**config.mk**
```make
export PLATFORM = sky130hd
export DESIGN_NAME = fp_mul_top
export DESIGN_NICKNAME = d
export VERILOG_FILES = /design/src/design/fpm_pkg.sv /design/src/design/fpm_seq_if.sv /design/src/design/booth_accum.sv /design/src/design/digit_counter.sv /design/src/design/exp_exc.sv /design/src/design/fp_mul_top.sv /design/src/design/fpm_ctrl.sv /design/src/design/norm_round.sv
export SDC_FILE = /design/constraint.sdc
export NUM_CORES = 1
export LEC_CHECK = 0
export ABC_AREA = 1
export BUFFER_PORTS_ARGS = -buffer_cell sky130_fd_sc_hd__buf_2
export CAP_MARGIN = 5
export CORE_UTILIZATION = 35
export CTS_CLUSTER_DIAMETER = 40
export DETAILED_ROUTE_END_ITERATION = 10
export SLEW_MARGIN = 20
export SYNTH_ARGS = -nofsm -noshare
export SYNTH_HDL_FRONTEND = slang
export SYNTH_HIERARCHICAL = 1
export SYNTH_SLANG_ARGS = --single-unit
```
**constraint.sdc**
```tcl
create_clock -name clk -period 5.37 [get_ports clk]
set_clock_uncertainty 0.15 [all_clocks]
set_input_delay 0.537 -clock clk [delete_from_list [all_inputs] [get_ports clk]]
set_output_delay 0.537 -clock clk [all_outputs]
set_load 0.05 [all_outputs]
```
**src/design/fpm_pkg.sv**
```systemverilog
package fpm_pkg;

  // ieee single fields
  typedef logic [31:0] fp_word_t;
  typedef logic [22:0] frc_t;
  typedef logic [23:0] sig_t;   // hidden bit on top
  typedef logic [7:0]  exp_t;

  typedef logic [47:0] prod_t;
  typedef logic [26:0] rnd_sig_t;  // 24 bits + guard, round, sticky

  typedef enum logic [2:0] {
    RNE = 3'd0,  // nearest, ties to even
    RTZ = 3'd1,
    RDN = 3'd2,
    RUP = 3'd3,
    RMM = 3'd4   // nearest, ties away
  } rmode_e;

  typedef enum logic [1:0] {
    IDLE,
    RUN,
    FINISH,
    HOLD
  } ctrl_state_e;

  localparam exp_t BIAS = 8'd127;

  // radix-8 booth, 3 multiplier bits per digit
  localparam int DIGITS  = 9;
  localparam int DIGIT_W = 3;
  localparam int CNT_W   = 4;

  localparam fp_word_t QNAN    = 32'h7fc0_0000;
  localparam exp_t     EXP_MAX = 8'd255;

endpackage

```
**src/design/fpm_seq_if.sv**
```systemverilog
`timescale 1ns/10ps

interface fpm_seq_if;

  logic load;     // operand acceptance
  logic step;     // one booth digit per cycle
  logic last;     // ninth digit
  logic capture;  // register packed result

  modport ctrl (
    output load,
    output step,
    output capture,
    input  last
  );

  modport counter (
    input  load,
    input  step,
    output last
  );

  modport datapath (
    input load,
    input step,
    input capture
  );

endinterface

```
**src/design/booth_accum.sv**
```systemverilog
`timescale 1ns/10ps

module booth_accum (
  input  logic              clk,
  input  logic              rst_n,
  fpm_seq_if.datapath       seq,
  input  fpm_pkg::fp_word_t fp_x,
  input  fpm_pkg::fp_word_t fp_y,
  output fpm_pkg::prod_t    product
);
  import fpm_pkg::*;

  sig_t                              sig_x_in;
  sig_t                              sig_y_in;
  sig_t                              sig_y;    // multiplicand
  logic [$bits(sig_t)+1:0]           y3;       // 3Y, built once
  logic [DIGITS*DIGIT_W:0]           mplr;     // multiplier window, extra low bit
  logic [3:0]                        win;
  logic [2:0]                        mag;
  logic [DIGITS*DIGIT_W-1:0]         mult;
  logic signed [DIGITS*DIGIT_W-1:0]  pp;
  logic signed [2*DIGITS*DIGIT_W+1:0] pp_al;
  logic signed [2*DIGITS*DIGIT_W+1:0] acc_sum;
  logic signed [2*DIGITS*DIGIT_W+1:0] acc;

  assign sig_x_in = {1'b1, fp_x[22:0]};
  assign sig_y_in = {1'b1, fp_y[22:0]};

  always_ff @(posedge clk) begin
    if (seq.load) begin
      sig_y <= sig_y_in;
      y3    <= {2'b00, sig_y_in} + {1'b0, sig_y_in, 1'b0};
      mplr  <= {3'b000, sig_x_in, 1'b0};
    end else if (seq.step) begin
      mplr  <= mplr >> DIGIT_W;
    end
  end

  assign win = mplr[3:0];

  // digit = -4*w3 + 2*w2 + w1 + w0
  always_comb begin
    case (win)
      4'b0000, 4'b1111:                   mag = 3'd0;
      4'b0001, 4'b0010, 4'b1101, 4'b1110: mag = 3'd1;
      4'b0011, 4'b0100, 4'b1011, 4'b1100: mag = 3'd2;
      4'b0101, 4'b0110, 4'b1001, 4'b1010: mag = 3'd3;
      default:                            mag = 3'd4;  // 0111 and 1000
    endcase
  end

  always_comb begin
    case (mag)
      3'd1:    mult = {3'b000, sig_y};
      3'd2:    mult = {2'b00, sig_y, 1'b0};
      3'd3:    mult = {1'b0, y3};
      3'd4:    mult = {1'b0, sig_y, 2'b00};
      default: mult = '0;
    endcase
  end

  assign pp    = win[3] ? -$signed(mult) : $signed(mult);
  assign pp_al = {{(DIGITS*DIGIT_W+2){pp[DIGITS*DIGIT_W-1]}}, pp};

  // add at the top, shift down 3 per digit; digit i ends at bit 3*i
  assign acc_sum = acc + (pp_al <<< (DIGITS * DIGIT_W));

  always_ff @(posedge clk) begin
    if (!rst_n) begin
      acc <= '0;
    end else if (seq.load) begin
      acc <= '0;
    end else if (seq.step) begin
      acc <= acc_sum >>> DIGIT_W;
    end
  end

  assign product = acc[$bits(prod_t)-1:0];

  // unsigned 48-bit product once all nine digits are in
  assert property (@(posedge clk) disable iff (!rst_n)
    seq.capture |-> acc[$left(acc):$bits(prod_t)] == '0);

endmodule

```
**src/design/digit_counter.sv**
```systemverilog
`timescale 1ns/10ps

module digit_counter (
  input  logic       clk,
  input  logic       rst_n,
  fpm_seq_if.counter seq
);
  import fpm_pkg::*;

  logic [CNT_W-1:0] cnt;

  always_ff @(posedge clk) begin
    if (!rst_n) begin
      cnt <= '0;
    end else if (seq.load) begin
      cnt <= '0;
    end else if (seq.step) begin
      cnt <= cnt + 1'b1;
    end
  end

  assign seq.last = seq.step && (cnt == CNT_W'(DIGITS - 1));

  // no stray digit once the product is complete
  assert property (@(posedge clk) disable iff (!rst_n)
    seq.step |-> cnt < CNT_W'(DIGITS));

endmodule

```
**src/design/exp_exc.sv**
```systemverilog
`timescale 1ns/10ps

module exp_exc (
  input  logic              clk,
  input  logic              rst_n,
  fpm_seq_if.datapath       seq,
  input  fpm_pkg::fp_word_t fp_x,
  input  fpm_pkg::fp_word_t fp_y,
  input  logic              norm_total,
  input  fpm_pkg::frc_t     frc_z,
  output logic              sign_z,
  output fpm_pkg::fp_word_t fp_z,
  output logic              ovrf,
  output logic              udrf
);
  import fpm_pkg::*;

  logic       sign_x;
  logic       sign_y;
  exp_t       exp_x;
  exp_t       exp_y;
  frc_t       frc_x;
  frc_t       frc_y;
  logic [8:0] exp_sum;
  exp_t       bias;
  exp_t       exp_z;
  logic       ovrf_c;
  logic       udrf_c;
  logic       nan_x, nan_y;
  logic       inf_x, inf_y;
  logic       zer_x, zer_y;
  logic       is_nan, is_inf, is_zer;

  always_ff @(posedge clk) begin
    if (seq.load) begin
      {sign_x, exp_x, frc_x} <= fp_x;
      {sign_y, exp_y, frc_y} <= fp_y;
    end
  end

  assign sign_z = sign_x ^ sign_y;

  // one less bias when the product landed in [2,4)
  assign exp_sum = {1'b0, exp_x} + {1'b0, exp_y};
  assign bias    = norm_total ? BIAS - 8'd1 : BIAS;
  assign exp_z   = exp_sum[7:0] - bias;

  assign ovrf_c = {1'b0, exp_sum} >= ({2'b00, EXP_MAX} + {2'b00, bias});
  assign udrf_c = exp_sum <= {1'b0, bias};

  assign nan_x = (&exp_x) & (|frc_x);
  assign nan_y = (&exp_y) & (|frc_y);
  assign inf_x = (&exp_x) & ~(|frc_x);
  assign inf_y = (&exp_y) & ~(|frc_y);
  assign zer_x = ~(|exp_x);  // denormals flush here too
  assign zer_y = ~(|exp_y);

  assign is_nan = nan_x | nan_y | (&exp_x & zer_y) | (&exp_y & zer_x);  // inf * 0
  assign is_inf = inf_x | inf_y | ovrf_c;
  assign is_zer = zer_x | zer_y | udrf_c;

  always_ff @(posedge clk) begin
    if (!rst_n) begin
      fp_z <= '0;
      ovrf <= 1'b0;
      udrf <= 1'b0;
    end else if (seq.capture) begin
      ovrf <= ovrf_c;
      udrf <= udrf_c;
      if (is_nan) begin
        fp_z <= QNAN;
      end else if (is_inf) begin
        fp_z <= {sign_z, EXP_MAX, frc_t'(0)};
      end else if (is_zer) begin
        fp_z <= {sign_z, exp_t'(0), frc_t'(0)};
      end else begin
        fp_z <= {sign_z, exp_z, frc_z};
      end
    end
  end

endmodule

```
**src/design/fp_mul_top.sv**
```systemverilog
`timescale 1ns/10ps

module fp_mul_top (
  input  logic              clk,
  input  logic              rst_n,
  input  logic              in_valid,
  output logic              in_ready,
  input  fpm_pkg::fp_word_t fp_x,
  input  fpm_pkg::fp_word_t fp_y,
  input  fpm_pkg::rmode_e   r_mode,
  output logic              out_valid,
  input  logic              out_ready,
  output fpm_pkg::fp_word_t fp_z,
  output logic              ovrf,
  output logic              udrf
);
  import fpm_pkg::*;

  prod_t product;   // raw significand product
  frc_t  frc_z;
  logic  sign_z;
  logic  norm_total;

  fpm_seq_if seq ();

  fpm_ctrl fpm_ctrl (
    .clk       (clk),
    .rst_n     (rst_n),
    .in_valid  (in_valid),
    .in_ready  (in_ready),
    .out_ready (out_ready),
    .out_valid (out_valid),
    .seq       (seq.ctrl)
  );

  digit_counter digit_counter (
    .clk   (clk),
    .rst_n (rst_n),
    .seq   (seq.counter)
  );

  booth_accum booth_accum (
    .clk     (clk),
    .rst_n   (rst_n),
    .seq     (seq.datapath),
    .fp_x    (fp_x),
    .fp_y    (fp_y),
    .product (product)
  );

  norm_round norm_round (
    .clk        (clk),
    .rst_n      (rst_n),
    .seq        (seq.datapath),
    .r_mode     (r_mode),
    .sign_z     (sign_z),
    .product    (product),
    .frc_z      (frc_z),
    .norm_total (norm_total)
  );

  exp_exc exp_exc (
    .clk        (clk),
    .rst_n      (rst_n),
    .seq        (seq.datapath),
    .fp_x       (fp_x),
    .fp_y       (fp_y),
    .norm_total (norm_total),
    .frc_z      (frc_z),
    .sign_z     (sign_z),
    .fp_z       (fp_z),
    .ovrf       (ovrf),
    .udrf       (udrf)
  );

endmodule

```
**src/design/fpm_ctrl.sv**
```systemverilog
`timescale 1ns/10ps

module fpm_ctrl (
  input  logic    clk,
  input  logic    rst_n,
  input  logic    in_valid,
  output logic    in_ready,
  input  logic    out_ready,
  output logic    out_valid,
  fpm_seq_if.ctrl seq
);
  import fpm_pkg::*;

  ctrl_state_e state;
  ctrl_state_e state_nxt;

  always_ff @(posedge clk) begin
    if (!rst_n) begin
      state <= IDLE;
    end else begin
      state <= state_nxt;
    end
  end

  always_comb begin
    state_nxt = state;
    case (state)
      IDLE: begin
        if (in_valid) state_nxt = RUN;
      end
      RUN: begin
        if (seq.last) state_nxt = FINISH;
      end
      FINISH: state_nxt = HOLD;
      HOLD: begin
        if (out_ready) state_nxt = IDLE;  // result taken
      end
      default: state_nxt = IDLE;
    endcase
  end

  assign in_ready  = (state == IDLE);
  assign out_valid = (state == HOLD);

  assign seq.load    = in_valid && in_ready;
  assign seq.step    = (state == RUN);
  assign seq.capture = (state == FINISH);

  // nine digit steps between load and capture
  assert property (@(posedge clk) disable iff (!rst_n)
    seq.capture |-> $past(seq.load, DIGITS + 1));

endmodule

```
**src/design/norm_round.sv**
```systemverilog
`timescale 1ns/10ps

module norm_round (
  input  logic            clk,
  input  logic            rst_n,
  fpm_seq_if.datapath     seq,
  input  fpm_pkg::rmode_e r_mode,
  input  logic            sign_z,
  input  fpm_pkg::prod_t  product,
  output fpm_pkg::frc_t   frc_z,
  output logic            norm_total
);
  import fpm_pkg::*;

  rmode_e                mode_q;
  prod_t                 shifted;
  rnd_sig_t              sig_n;
  logic                  grd;
  logic                  rnd;
  logic                  stk;
  logic                  inexact;
  logic [$bits(sig_t):0] trunc;
  logic [$bits(sig_t):0] plus;
  logic [$bits(sig_t):0] rounded;
  logic                  carry;

  always_ff @(posedge clk) begin
    if (!rst_n) begin
      mode_q <= RNE;
    end else if (seq.load) begin
      mode_q <= r_mode;
    end
  end

  // product in [1,4), bring leading one to bit 47
  assign shifted = product[47] ? product : {product[46:0], 1'b0};
  assign sig_n   = {shifted[47:22], |shifted[21:0]};

  assign grd = sig_n[2];
  assign rnd = sig_n[1];
  assign stk = sig_n[0];

  assign inexact = grd | rnd | stk;

  assign trunc = {1'b0, sig_n[26:3]};
  assign plus  = trunc + 1'b1;

  always_comb begin
    case (mode_q)
      RNE: begin
        if (!grd) begin
          rounded = trunc;
        end else if (rnd || stk || sig_n[3]) begin
          rounded = plus;  // above half, or tie with odd lsb
        end else begin
          rounded = trunc;
        end
      end
      RTZ:     rounded = trunc;
      RDN:     rounded = (sign_z && inexact) ? plus : trunc;
      RUP:     rounded = (!sign_z && inexact) ? plus : trunc;
      default: rounded = grd ? plus : trunc;  // ties away
    endcase
  end

  // 1.111..1 + ulp overflows to 10.000..0
  assign carry = rounded[$bits(sig_t)];
  assign frc_z = carry ? rounded[23:1] : rounded[22:0];

  assign norm_total = product[47] | carry;

endmodule

```
==> results of run 1 <==
## stage by stage
| step | instances | area (µm²) | power, W | utilization |
|---|---|---|---|---|
| floorplan | 2298 | 16380 | 0.008619 | - |
| global placement | 2920 | 17130 | 0.01048 | 0.3743 |
| global route | 3030 | 18970 | 0.01456 | 0.4144 |
| CTS | 3030 | 18970 | 0.01351 | 0.4144 |
| detailed placement | 2920 | 17130 | 0.01053 | 0.3743 |
| finish | 3030 | 18970 | 0.01345 | 0.4144 |
## synthesized netlist by cell type (all sizes together)
master / n
o21bai: 4
fa: 3
a21boi: 3
clkbuf: 31
o221ai: 2
nor2: 368
a211oi: 1
o211ai: 9
a41oi: 1
clkinv: 4
nand4: 33
edfxtp: 135
xor2: 45
or2: 6
a21oi: 125
nand3b: 3
a21o: 6
nand3: 204
nand2: 632
dfxtp: 97
nor4: 7
ha: 74
o21ai: 136
o21a: 3
a31o: 2
o2111ai: 1
nor3: 16
and3: 1
inv: 233
o211a: 1
o22ai: 4
xnor2: 21
buf: 79
a31oi: 8
## power groups by stage
stage / Sequential (W) / Combinational, W / Clock (W)
after floorplan: 0.00278 / 0.00583 / 0
final: 0.00272 / 0.00784 / 0.00290
after detailed placement: 0.00276 / 0.00777 / 0
after global placement: 0.00275 / 0.00773 / 0
after CTS: 0.00273 / 0.00782 / 0.00296
after global routing: 0.00277 / 0.00875 / 0.00304
## worst max path at each step
stage	end	slack, ns	depth (start not counted)
2_1_floorplan	booth_accum/mplr[10]	0.40	6
4_1_cts	booth_accum/acc[50]	0.65	28
6_report	booth_accum/acc[50]	0.63	28
3_3_place_gp	booth_accum/acc[50]	0.79	28
3_5_place_dp	booth_accum/acc[50]	0.67	28
5_1_grt	booth_accum/acc[50]	0.16	28
## critical path: cells and delay by family, from the launching register on
family	cells	cell delay, ns
and+or+nand+nor	20	2.83
buffers and inverters	5	0.53
adders and majority gates	2	0.57
DFF	1	0.42
AOI/OAI and AO/OA	1	0.13
## metal layers
layer | part of all wire | track usage | up-vias | wire (µm)
met3 | 0.043 | 0.02436 | 78 | 2006
met4 | 0.026 | 0.06923 | 0 | 1213
met1 | 0.46 | 0.2567 | 6980 | 21440
li1 | - | - | 7702 | -
met2 | 0.47 | 0.3331 | 352 | 22300
met5 | 0 | 0 | - | 0
## flip-flops by register name (all words and copies together) (netlist names)
signal             count
exp_exc/udrf           1
exp_exc/frc_x         23
fpm_ctrl/state         2
booth_accum/mplr      25
exp_exc/sign_x         1
booth_accum/sig_y     22
exp_exc/exp_y          8
exp_exc/frc_y         23
exp_exc/sign_y         1
exp_exc/ovrf           1
exp_exc/exp_x          8
digit_counter/cnt      4
booth_accum/acc       52
booth_accum/y3        26
norm_round/mode_q      3
exp_exc/fp_z          32
## area by class of cell
| class | count | share of cell area |
|---|---|---|
| Clock inverter | 37 | 0.02118 |
| Timing Repair Buffer | 156 | 0.05159 |
| Multi-Input combinational cell | 1719 | 0.4615 |
| Sequential cell | 232 | 0.3162 |
| Inverter | 237 | 0.04703 |
| Clock buffer | 49 | 0.06293 |
| Tap cell | 600 | 0.03958 |
## what timing repair did
item | 4_1_cts | 5_1_grt
hold buffers | 24 | 0
endpoints found under the hold margin | 25 | 0
endpoints found under the setup margin | 0 | 0
## logic make-up after synthesis
logic type,Yosys count,synth area share
buffers and inverters,347,0.09969
adder cells (fa/ha/maj),77,0.06019
flip-flops,232,0.3661
XOR/XNOR,66,0.03575
AND/OR/NAND/NOR,1270,0.3346
AO/OA/AOI/OAI,306,0.1037
==> results.tsv, run 1 <==
metric	value	unit
status	finished clean	
final_common_cell	nand2_1	
areaGrowthSynthToFinish	15.80	%
fin_setup_tns	0	ns
setup_violations	0	
r2r_slack	0.63	ns
antenna_found_initial	0	
dp_worst_setup_slack	0.6731	ns
routedWlPerCell	15.50	µm
area.sequential	5997	µm²
r2r-start	booth_accum/mplr[1]	
cts-root-buf	clkbuf_16	
whs_endpoint	exp_exc/frc_x[2]	
drcViolationCount	0	
io_pins	107	
final_cell_mix	nand2_1, nor2_1, inv_1, nand3_1, edfxtp_1	
ant_nets	0	
yosysWarnings	6	
clk_path_buf_depth	3	
maxSlewViolCount	0	
setup_ws	0.6262	ns
clkPwrFrac	0.215	
drv_cap	0	
finalHoldViolations	0	
r2r_cells	28	
syn_inst	2298	
start_util	0.3579	
critPathKind	register to register	
portBuffers	106	
grt_pass1_wl	74110	µm
clk_pin_slew	0.06	ns
die_h	218.3	µm
hold_depth	1	
row_count	78	
drtIter0Drc	1000	
routabilityCongestion	0.9590	
start_kind	register	
via_count	15110	
cp.required	5.67	ns
syn_area	16380	µm²
h-tree-depth	2	
cts_resized	0	
rsz0062_at_grt	no	
coreArea	45770	µm²
fillers	4719	
cp_slowest_cell	edfxtp_1	
numCtsBuffers	46	
cts_setup_buffers	0	
period_minus_slack	4.744	ns
cp_max_fo	16	
dieArea	47670	µm²
cts_sinks	232	
holdCritStartpoint	fp_x[2]	
place_hpwl	36210	µm
drt_wl_total	46960	µm
critPathLaunch	booth_accum/mplr[1]	
slew_headroom	0.3405	
n_antenna_cell	0	
clk_latency	0.58	ns
overflow	0	
syn-num-nets	2446	
synth_top_area_cell	edfxtp_1	
ir_drop	0.3155	mV
drive_gt1_frac	0.1387	
multi_input_area	8753	µm²
power_frac_comb	0.583	
syn_avg_cell_area	7.128	µm²
synth_top_area_frac	0.2475	
p_int	0.006603	W
die_x	218.3	µm
p_sw_frac	0.5092	
synth_cell_types	54	
worst_slew_pin_slew	0.9892	ns
grt_pass1_vias	14260	
crit_arrival	5.05	ns
hold_ws	0.03104	ns
end_kind	register	
max_stage_delay	0.42	ns
p_switching	0.006851	W
synthTopCellsByArea	edfxtp_1, nand2_1, dfxtp_1	
grt_max_degree	86	
cts_tree	yes	
power.leakage	8.509	nW
ys_seq_area_frac	0.3661	
finalCritPeriodShare	0.8834	
via_per_inst	4.987	
firstDrtPassIters	5	
r2r_end	booth_accum/acc[50]	
power.density	709.3	nW/µm²
nNetsFinal	2540	
pwr-share-seq	0.202	
ys_seq_elements	232	
fmaxAchievable	0.2108	GHz
grt_usage	0.1968	
crit_top_cell	nand2_1	
hold_class	input port to register	
(Power assumes the default switching activity.)
==> run 2: changes to the inputs <==
--- a/config.mk
+++ b/config.mk
@@ -11,6 +11,7 @@
 export CORE_UTILIZATION = 35
 export CTS_CLUSTER_DIAMETER = 40
 export DETAILED_ROUTE_END_ITERATION = 10
+export PLACE_DENSITY = 0.56
 export SLEW_MARGIN = 20
 export SYNTH_ARGS = -nofsm -noshare
 export SYNTH_HDL_FRONTEND = slang
==> constraint.sdc (replaced) <==
create_clock -name clk -period 6.08 [get_ports clk]
set_clock_uncertainty 0.15 [all_clocks]
set_input_delay 0.608 -clock clk [delete_from_list [all_inputs] [get_ports clk]]
set_output_delay 0.608 -clock clk [all_outputs]
set_load 0.01 [all_outputs]
==> results.tsv, run 2 (synthesis gave the netlist of run 1 again) <==
metric	value	unit	change
drcViolationCount	0		unchanged
antenna_found_initial	0		unchanged
max_stage_delay	0.48	ns	+0.06 ns
cts_resized	0		unchanged
h-tree-depth	2		unchanged
cts_setup_buffers	0		unchanged
die_x	218.3	µm	unchanged
end_kind	register		
via_count	14990		-0.79%
row_count	78		unchanged
coreArea	45770	µm²	unchanged
cts_sinks	232		unchanged
rsz0062_at_grt	no		
largest_register_ffs	52		unchanged
clk_latency	0.55	ns	-0.03 ns
final_common_cell	nand2_1		
io_pins	107		unchanged
grt_pass1_vias	14440		+1.3%
cp.required	6.36	ns	+0.69 ns
grt_pass1_wl	73790	µm	-0.43%
cts-root-buf	clkbuf_16		
cts_hold_buf	0		-100%
ir_drop	0.3410	mV	+8.1%
n_antenna_cell	0		unchanged
critPathKind	register to register		
maxSlewViolCount	0		unchanged
setup_violations	0		unchanged
routedWlPerCell	15.17	µm	-2.1%
crit_arrival	5.21	ns	+0.16 ns
firstDrtPassIters	6		+1
overflow	0		unchanged
finalCritPeriodShare	0.8103		-0.07308
reg_top3	booth_accum/acc x52, exp_exc/fp_z x32, booth_accum/y3 x26		
worst_slew_pin_slew	1.030	ns	+0.04083 ns
drive_gt1_frac	0.1311		-0.007611
power.leakage	8.241	nW	-3.2%
hold_class	input port to register		
hold_ws	0.07587	ns	+0.04483 ns
power.density	616.5	nW/µm²	-13%
routabilityCongestion	0.9170		-4.4%
cts_tree	yes		
ant_nets	0		unchanged
grt_usage	0.1932		-0.003594
fillers	4731		+0.25%
slew_headroom	0.3117		-0.02888
drt_wl_total	45330	µm	-3.5%
start_util	0.3579		unchanged
drv_cap	0		unchanged
period_minus_slack	4.927	ns	+0.1829 ns
cp_max_fo	33		+17
nNetsFinal	2503		-1.5%
die_h	218.3	µm	unchanged
drtIter0Drc	1011		+1.1%
clk_pin_slew	0.06	ns	about the same
crit_top_cell	nand2_1		
start_kind	register		
cp_slowest_cell	nand2_2		
place_hpwl	34730	µm	-4.1%
fin_setup_tns	0	ns	unchanged
areaGrowthSynthToFinish	12.28	%	
numCtsBuffers	42		-8.7%
clk_path_buf_depth	3		unchanged
fmaxAchievable	0.2030	GHz	-3.7%
portBuffers	106		unchanged
regMostFlops	booth_accum/acc		
dieArea	47670	µm²	unchanged
via_per_inst	5.017		+0.60%
grt_max_degree	86		unchanged
status	finished clean		
final_cell_mix	nand2_1, nor2_1, inv_1, nand3_1, edfxtp_1		
finalHoldViolations	0		unchanged
run 2: changes by cell type in the layout (fill, tap and decap cells not counted), moves of 2 or more:
| cell | previous run | this run |
|---|---|---|
| clkinv_8 | 2 | 0 |
| bufinv_16 | 2 | 0 |
| clkbuf_16 | 47 | 43 |
| clkinv_1 | 4 | 9 |
| buf_4 | 25 | 17 |
| inv_8 | 7 | 2 |
| clkinv_2 | 1 | 3 |
| dlygate4sd3_1 | 24 | 0 |
run 2: per-stage QoR:
stage | cell area, µm² | instances | total power, W | worst slack [ns] | utilization
global placement | 17050 | 2911 | 0.009082 | 1.343 | 0.3725
finish | 18390 | 2988 | 0.01134 | 1.153 | 0.4018
global route | 18390 | 2988 | 0.01232 | 0.6738 | 0.4018
floorplan | 16380 | 2298 | 0.007476 | 1.405 | -
CTS | 18390 | 2988 | 0.01138 | 1.205 | 0.4018
detailed placement | 17050 | 2911 | 0.009119 | 1.250 | 0.3725
run 2: where the power goes:
| part | switching [W] | total (W) | leakage (nW) | internal, W |
|---|---|---|---|---|
| Sequential | 0.000261 | 0.00240 | 2.08 | 0.00214 |
| Clock | 0.000870 | 0.00220 | 0.653 | 0.00133 |
| Combinational | 0.00467 | 0.00674 | 5.51 | 0.00206 |
run 2: worst paths after layout:
kind	start	depth (start not counted)	slack, ns	endpoint
hold reg to reg	booth_accum/acc[2]	2	0.31	booth_accum/acc[2]
hold / removal	fp_x[29]	1	0.08	exp_exc/exp_x[6]
setup reg to reg	booth_accum/mplr[1]	26	1.15	booth_accum/acc[50]
setup / recovery	booth_accum/mplr[1]	26	1.15	booth_accum/acc[50]
run 2: critical path, delay by kind of cell (launching register included):
kind / cells / cell delay [ns]
compound gates: 5 / 0.93
buf+inv: 3 / 0.37
fa+ha+maj: 2 / 0.57
simple gates: 15 / 2.11
flops: 1 / 0.42
xor+xnor: 1 / 0.25
run 2: per-layer routing:
metal  global-route usage  routed length, µm
met1               0.2548              20710
met2               0.3182              20880
met3              0.02951               2442
met4              0.07063               1302
met5                    0                  0
run 2: layout make-up:
type | count | area [µm²] | area share
inverters | 237 | 892.1 | 0.04851
multi-input cells | 1719 | 8753 | 0.4760
well taps | 600 | 750.7 | 0.04082
flip-flops and latches | 232 | 5997 | 0.3261
clock inverters | 32 | 256.5 | 0.01395
clock buffers | 45 | 1084 | 0.05892
repair buffers | 123 | 658.1 | 0.03578
==> run 3: changes to the inputs <==
==> constraint.sdc (replaced) <==
create_clock -name clk -period 5.2 [get_ports clk]
set_clock_uncertainty 0.15 [all_clocks]
set_input_delay 0.52 -clock clk [delete_from_list [all_inputs] [get_ports clk]]
set_output_delay 0.52 -clock clk [all_outputs]
set_load 0.01 [all_outputs]
==> results.tsv, run 3 (synthesis gave the netlist of run 1 again) <==
metric	value	unit	change
status	finished clean		
ant_nets	0		unchanged
reg_top3	booth_accum/acc x52, exp_exc/fp_z x32, booth_accum/y3 x26		
fin_setup_tns	0	ns	unchanged
cts_hold_buf	39		+39
r2r_end	exp_exc/fp_z[29]		
worst_slew_pin_slew	0.9541	ns	-0.07588 ns
slew_headroom	0.3639		+0.05225
fillers	4641		-1.9%
regMostFlops	booth_accum/acc		
firstDrtPassIters	5		-1
dp_worst_setup_slack	0.4725	ns	-0.7771 ns
critPathKind	register to register		
cts_setup_buffers	0		unchanged
cts_tree	yes		
start_util	0.3579		unchanged
grt_pass1_vias	14430		-0.076%
final_common_cell	nand2_1		
setup_ws	0.4487	ns	-0.7047 ns
placed_area	17120	µm²	+0.40%
routedWlPerCell	15.06	µm	-0.70%
r2r-start	booth_accum/acc[47]		
end_kind	register		
p_sw_frac	0.4984		-0.01350
cts_resized	0		unchanged
die_x	218.3	µm	unchanged
cts-root-buf	clkbuf_16		
drtIter0Drc	932		-7.8%
numCtsBuffers	47		+12%
fin_area	19160	µm²	+4.2%
power.density	719.2	nW/µm²	+17%
fmaxAchievable	0.2105	GHz	+3.7%
final_cell_mix	nand2_1, nor2_1, inv_1, nand3_1, edfxtp_1		
r2r_cells	27		+3.8%
clk_path_buf_depth	3		unchanged
r2r_slack	0.45	ns	-0.70 ns
holdCritStartpoint	fp_x[12]		
cp_max_fo	44		+33%
io_pins	107		unchanged
rsz0062_at_grt	no		
antenna_found_initial	0		unchanged
die_h	218.3	µm	unchanged
place_hpwl	34460	µm	-0.77%
final_util	0.4186		+0.01676
grt_usage	0.1934		about the same
clkPwrFrac	0.224		+0.030
ir_drop	0.3071	mV	-10%
drv_cap	0		unchanged
period_minus_slack	4.751	ns	-0.1753 ns
power_frac_comb	0.574		-0.020
hold_class	input port to register		
drcViolationCount	0		unchanged
drt_wl_total	45920	µm	+1.3%
pwr-share-seq	0.202		-0.010
cp.required	5.56	ns	-0.80 ns
nNetsFinal	2556		+2.1%
row_count	78		unchanged
finalCritPeriodShare	0.9137		+0.1034
clk_latency	0.58	ns	+0.03 ns
overflow	0		unchanged
start_kind	register		
routabilityCongestion	0.9752		+6.3%
whs_endpoint	exp_exc/frc_x[12]		
drive_gt1_frac	0.1381		+0.007056
largest_register_ffs	52		unchanged
p_int	0.006911	W	+25%
grt_max_degree	86		unchanged
areaGrowthSynthToFinish	16.97	%	
crit_arrival	5.11	ns	-0.10 ns
dieArea	47670	µm²	unchanged
via_per_inst	4.965		-1.0%
maxSlewViolCount	0		unchanged
power.leakage	8.584	nW	+4.2%
grt_pass1_wl	73700	µm	-0.12%
finalHoldViolations	0		unchanged
via_count	15130		+0.95%
coreArea	45770	µm²	unchanged
p_switching	0.006867	W	+18%
hold_depth	1		unchanged
setup_violations	0		unchanged
clk_pin_slew	0.05	ns	about the same
hold_ws	0.02818	ns	-0.04769 ns
cts_sinks	232		unchanged
h-tree-depth	2		unchanged
portBuffers	106		unchanged
==> run 3: cell types whose count changed in the layout (fill, tap and decap cells not counted), moves of 2 or more <==
cell,before,now
inv_8,2,5
buf_4,17,26
clkbuf_1,2,0
clkbuf_16,43,47
bufinv_16,0,4
clkinvlp_4,3,6
clkinv_1,9,6
clkbuf_8,0,2
dlygate4sd3_1,0,39
==> run 3: how the worst max path moves through the flow <==
| stage | startpoint | to | slack (ns) | cells past startpoint |
|---|---|---|---|---|
| after floorplan | fpm_ctrl/state[0] | booth_accum/mplr[10] | 0.53 | 6 |
| after global placement | booth_accum/acc[47] | exp_exc/fp_z[26] | 0.64 | 27 |
| after detailed placement | booth_accum/acc[47] | exp_exc/fp_z[29] | 0.47 | 27 |
| after CTS | booth_accum/acc[47] | exp_exc/fp_z[24] | 0.46 | 27 |
| after global routing | booth_accum/acc[47] | exp_exc/fp_z[29] | 0.01 | 27 |
| final | booth_accum/acc[47] | exp_exc/fp_z[29] | 0.45 | 27 |
==> run 3: worst max-delay path: stages (launching register included) <==
cell and delay, ns:
dfxtp_2 0.65, buf_4 0.49, nand2_1 0.12, nand2_2 0.13, ha_1 0.24, nand2_2 0.11, nor2_4 0.16, nand3_2 0.10
nor2_2 0.16, nand4_2 0.12, nor2_4 0.24, inv_2 0.09, nand2_1 0.14, inv_1 0.06, ha_1 0.20, inv_1 0.07
nand2_1 0.08, nor2_2 0.11, nand3_1 0.12, nor2_2 0.15, nand3_2 0.09, nand2_2 0.08, nand2_2 0.07, nand2_4 0.24
nand2_1 0.17, inv_2 0.12, nand3_1 0.08, a21oi_1 0.13
==> run 3: cell type report <==
type | instances | area [µm²] | area share
Inverter | 237 | 892.1 | 0.04656
Clock buffer | 49 | 1204 | 0.06283
Antenna cell | 1 | 2.502 | 0.0001306
Clock inverter | 39 | 442.9 | 0.02312
Sequential cell | 232 | 5997 | 0.3130
Tap cell | 600 | 750.7 | 0.03918
Timing Repair Buffer | 171 | 1116 | 0.05825
Multi-Input combinational cell | 1719 | 8753 | 0.4569
==> run 3: per-layer routing <==
| metal | routed length, µm | share of wire | up-vias | GRT usage |
|---|---|---|---|---|
| met5 | 0 | 0 | - | 0 |
| met4 | 1292 | 0.028 | 0 | 0.06643 |
| met3 | 2071 | 0.045 | 97 | 0.03452 |
| met2 | 21550 | 0.47 | 358 | 0.3252 |
| met1 | 21000 | 0.46 | 6954 | 0.2478 |
| li1 | - | - | 7725 | - |
==> run 3: power groups by stage <==
stage | combinational, W | clock [W] | sequential [W]
6_report | 0.00791 | 0.00309 | 0.00279
3_5_place_dp | 0.00783 | 0 | 0.00283
5_1_grt | 0.00891 | 0.00324 | 0.00284
2_1_floorplan | 0.00600 | 0 | 0.00274
4_1_cts | 0.00790 | 0.00315 | 0.00280
3_3_place_gp | 0.00782 | 0 | 0.00282
==> run 3: through the flow <==
stage               std cells  total power (W)
floorplan                2298         0.008741
global placement         2920          0.01064
detailed placement       2920          0.01066
CTS                      3047          0.01384
global route             3047          0.01499
finish                   3048          0.01378
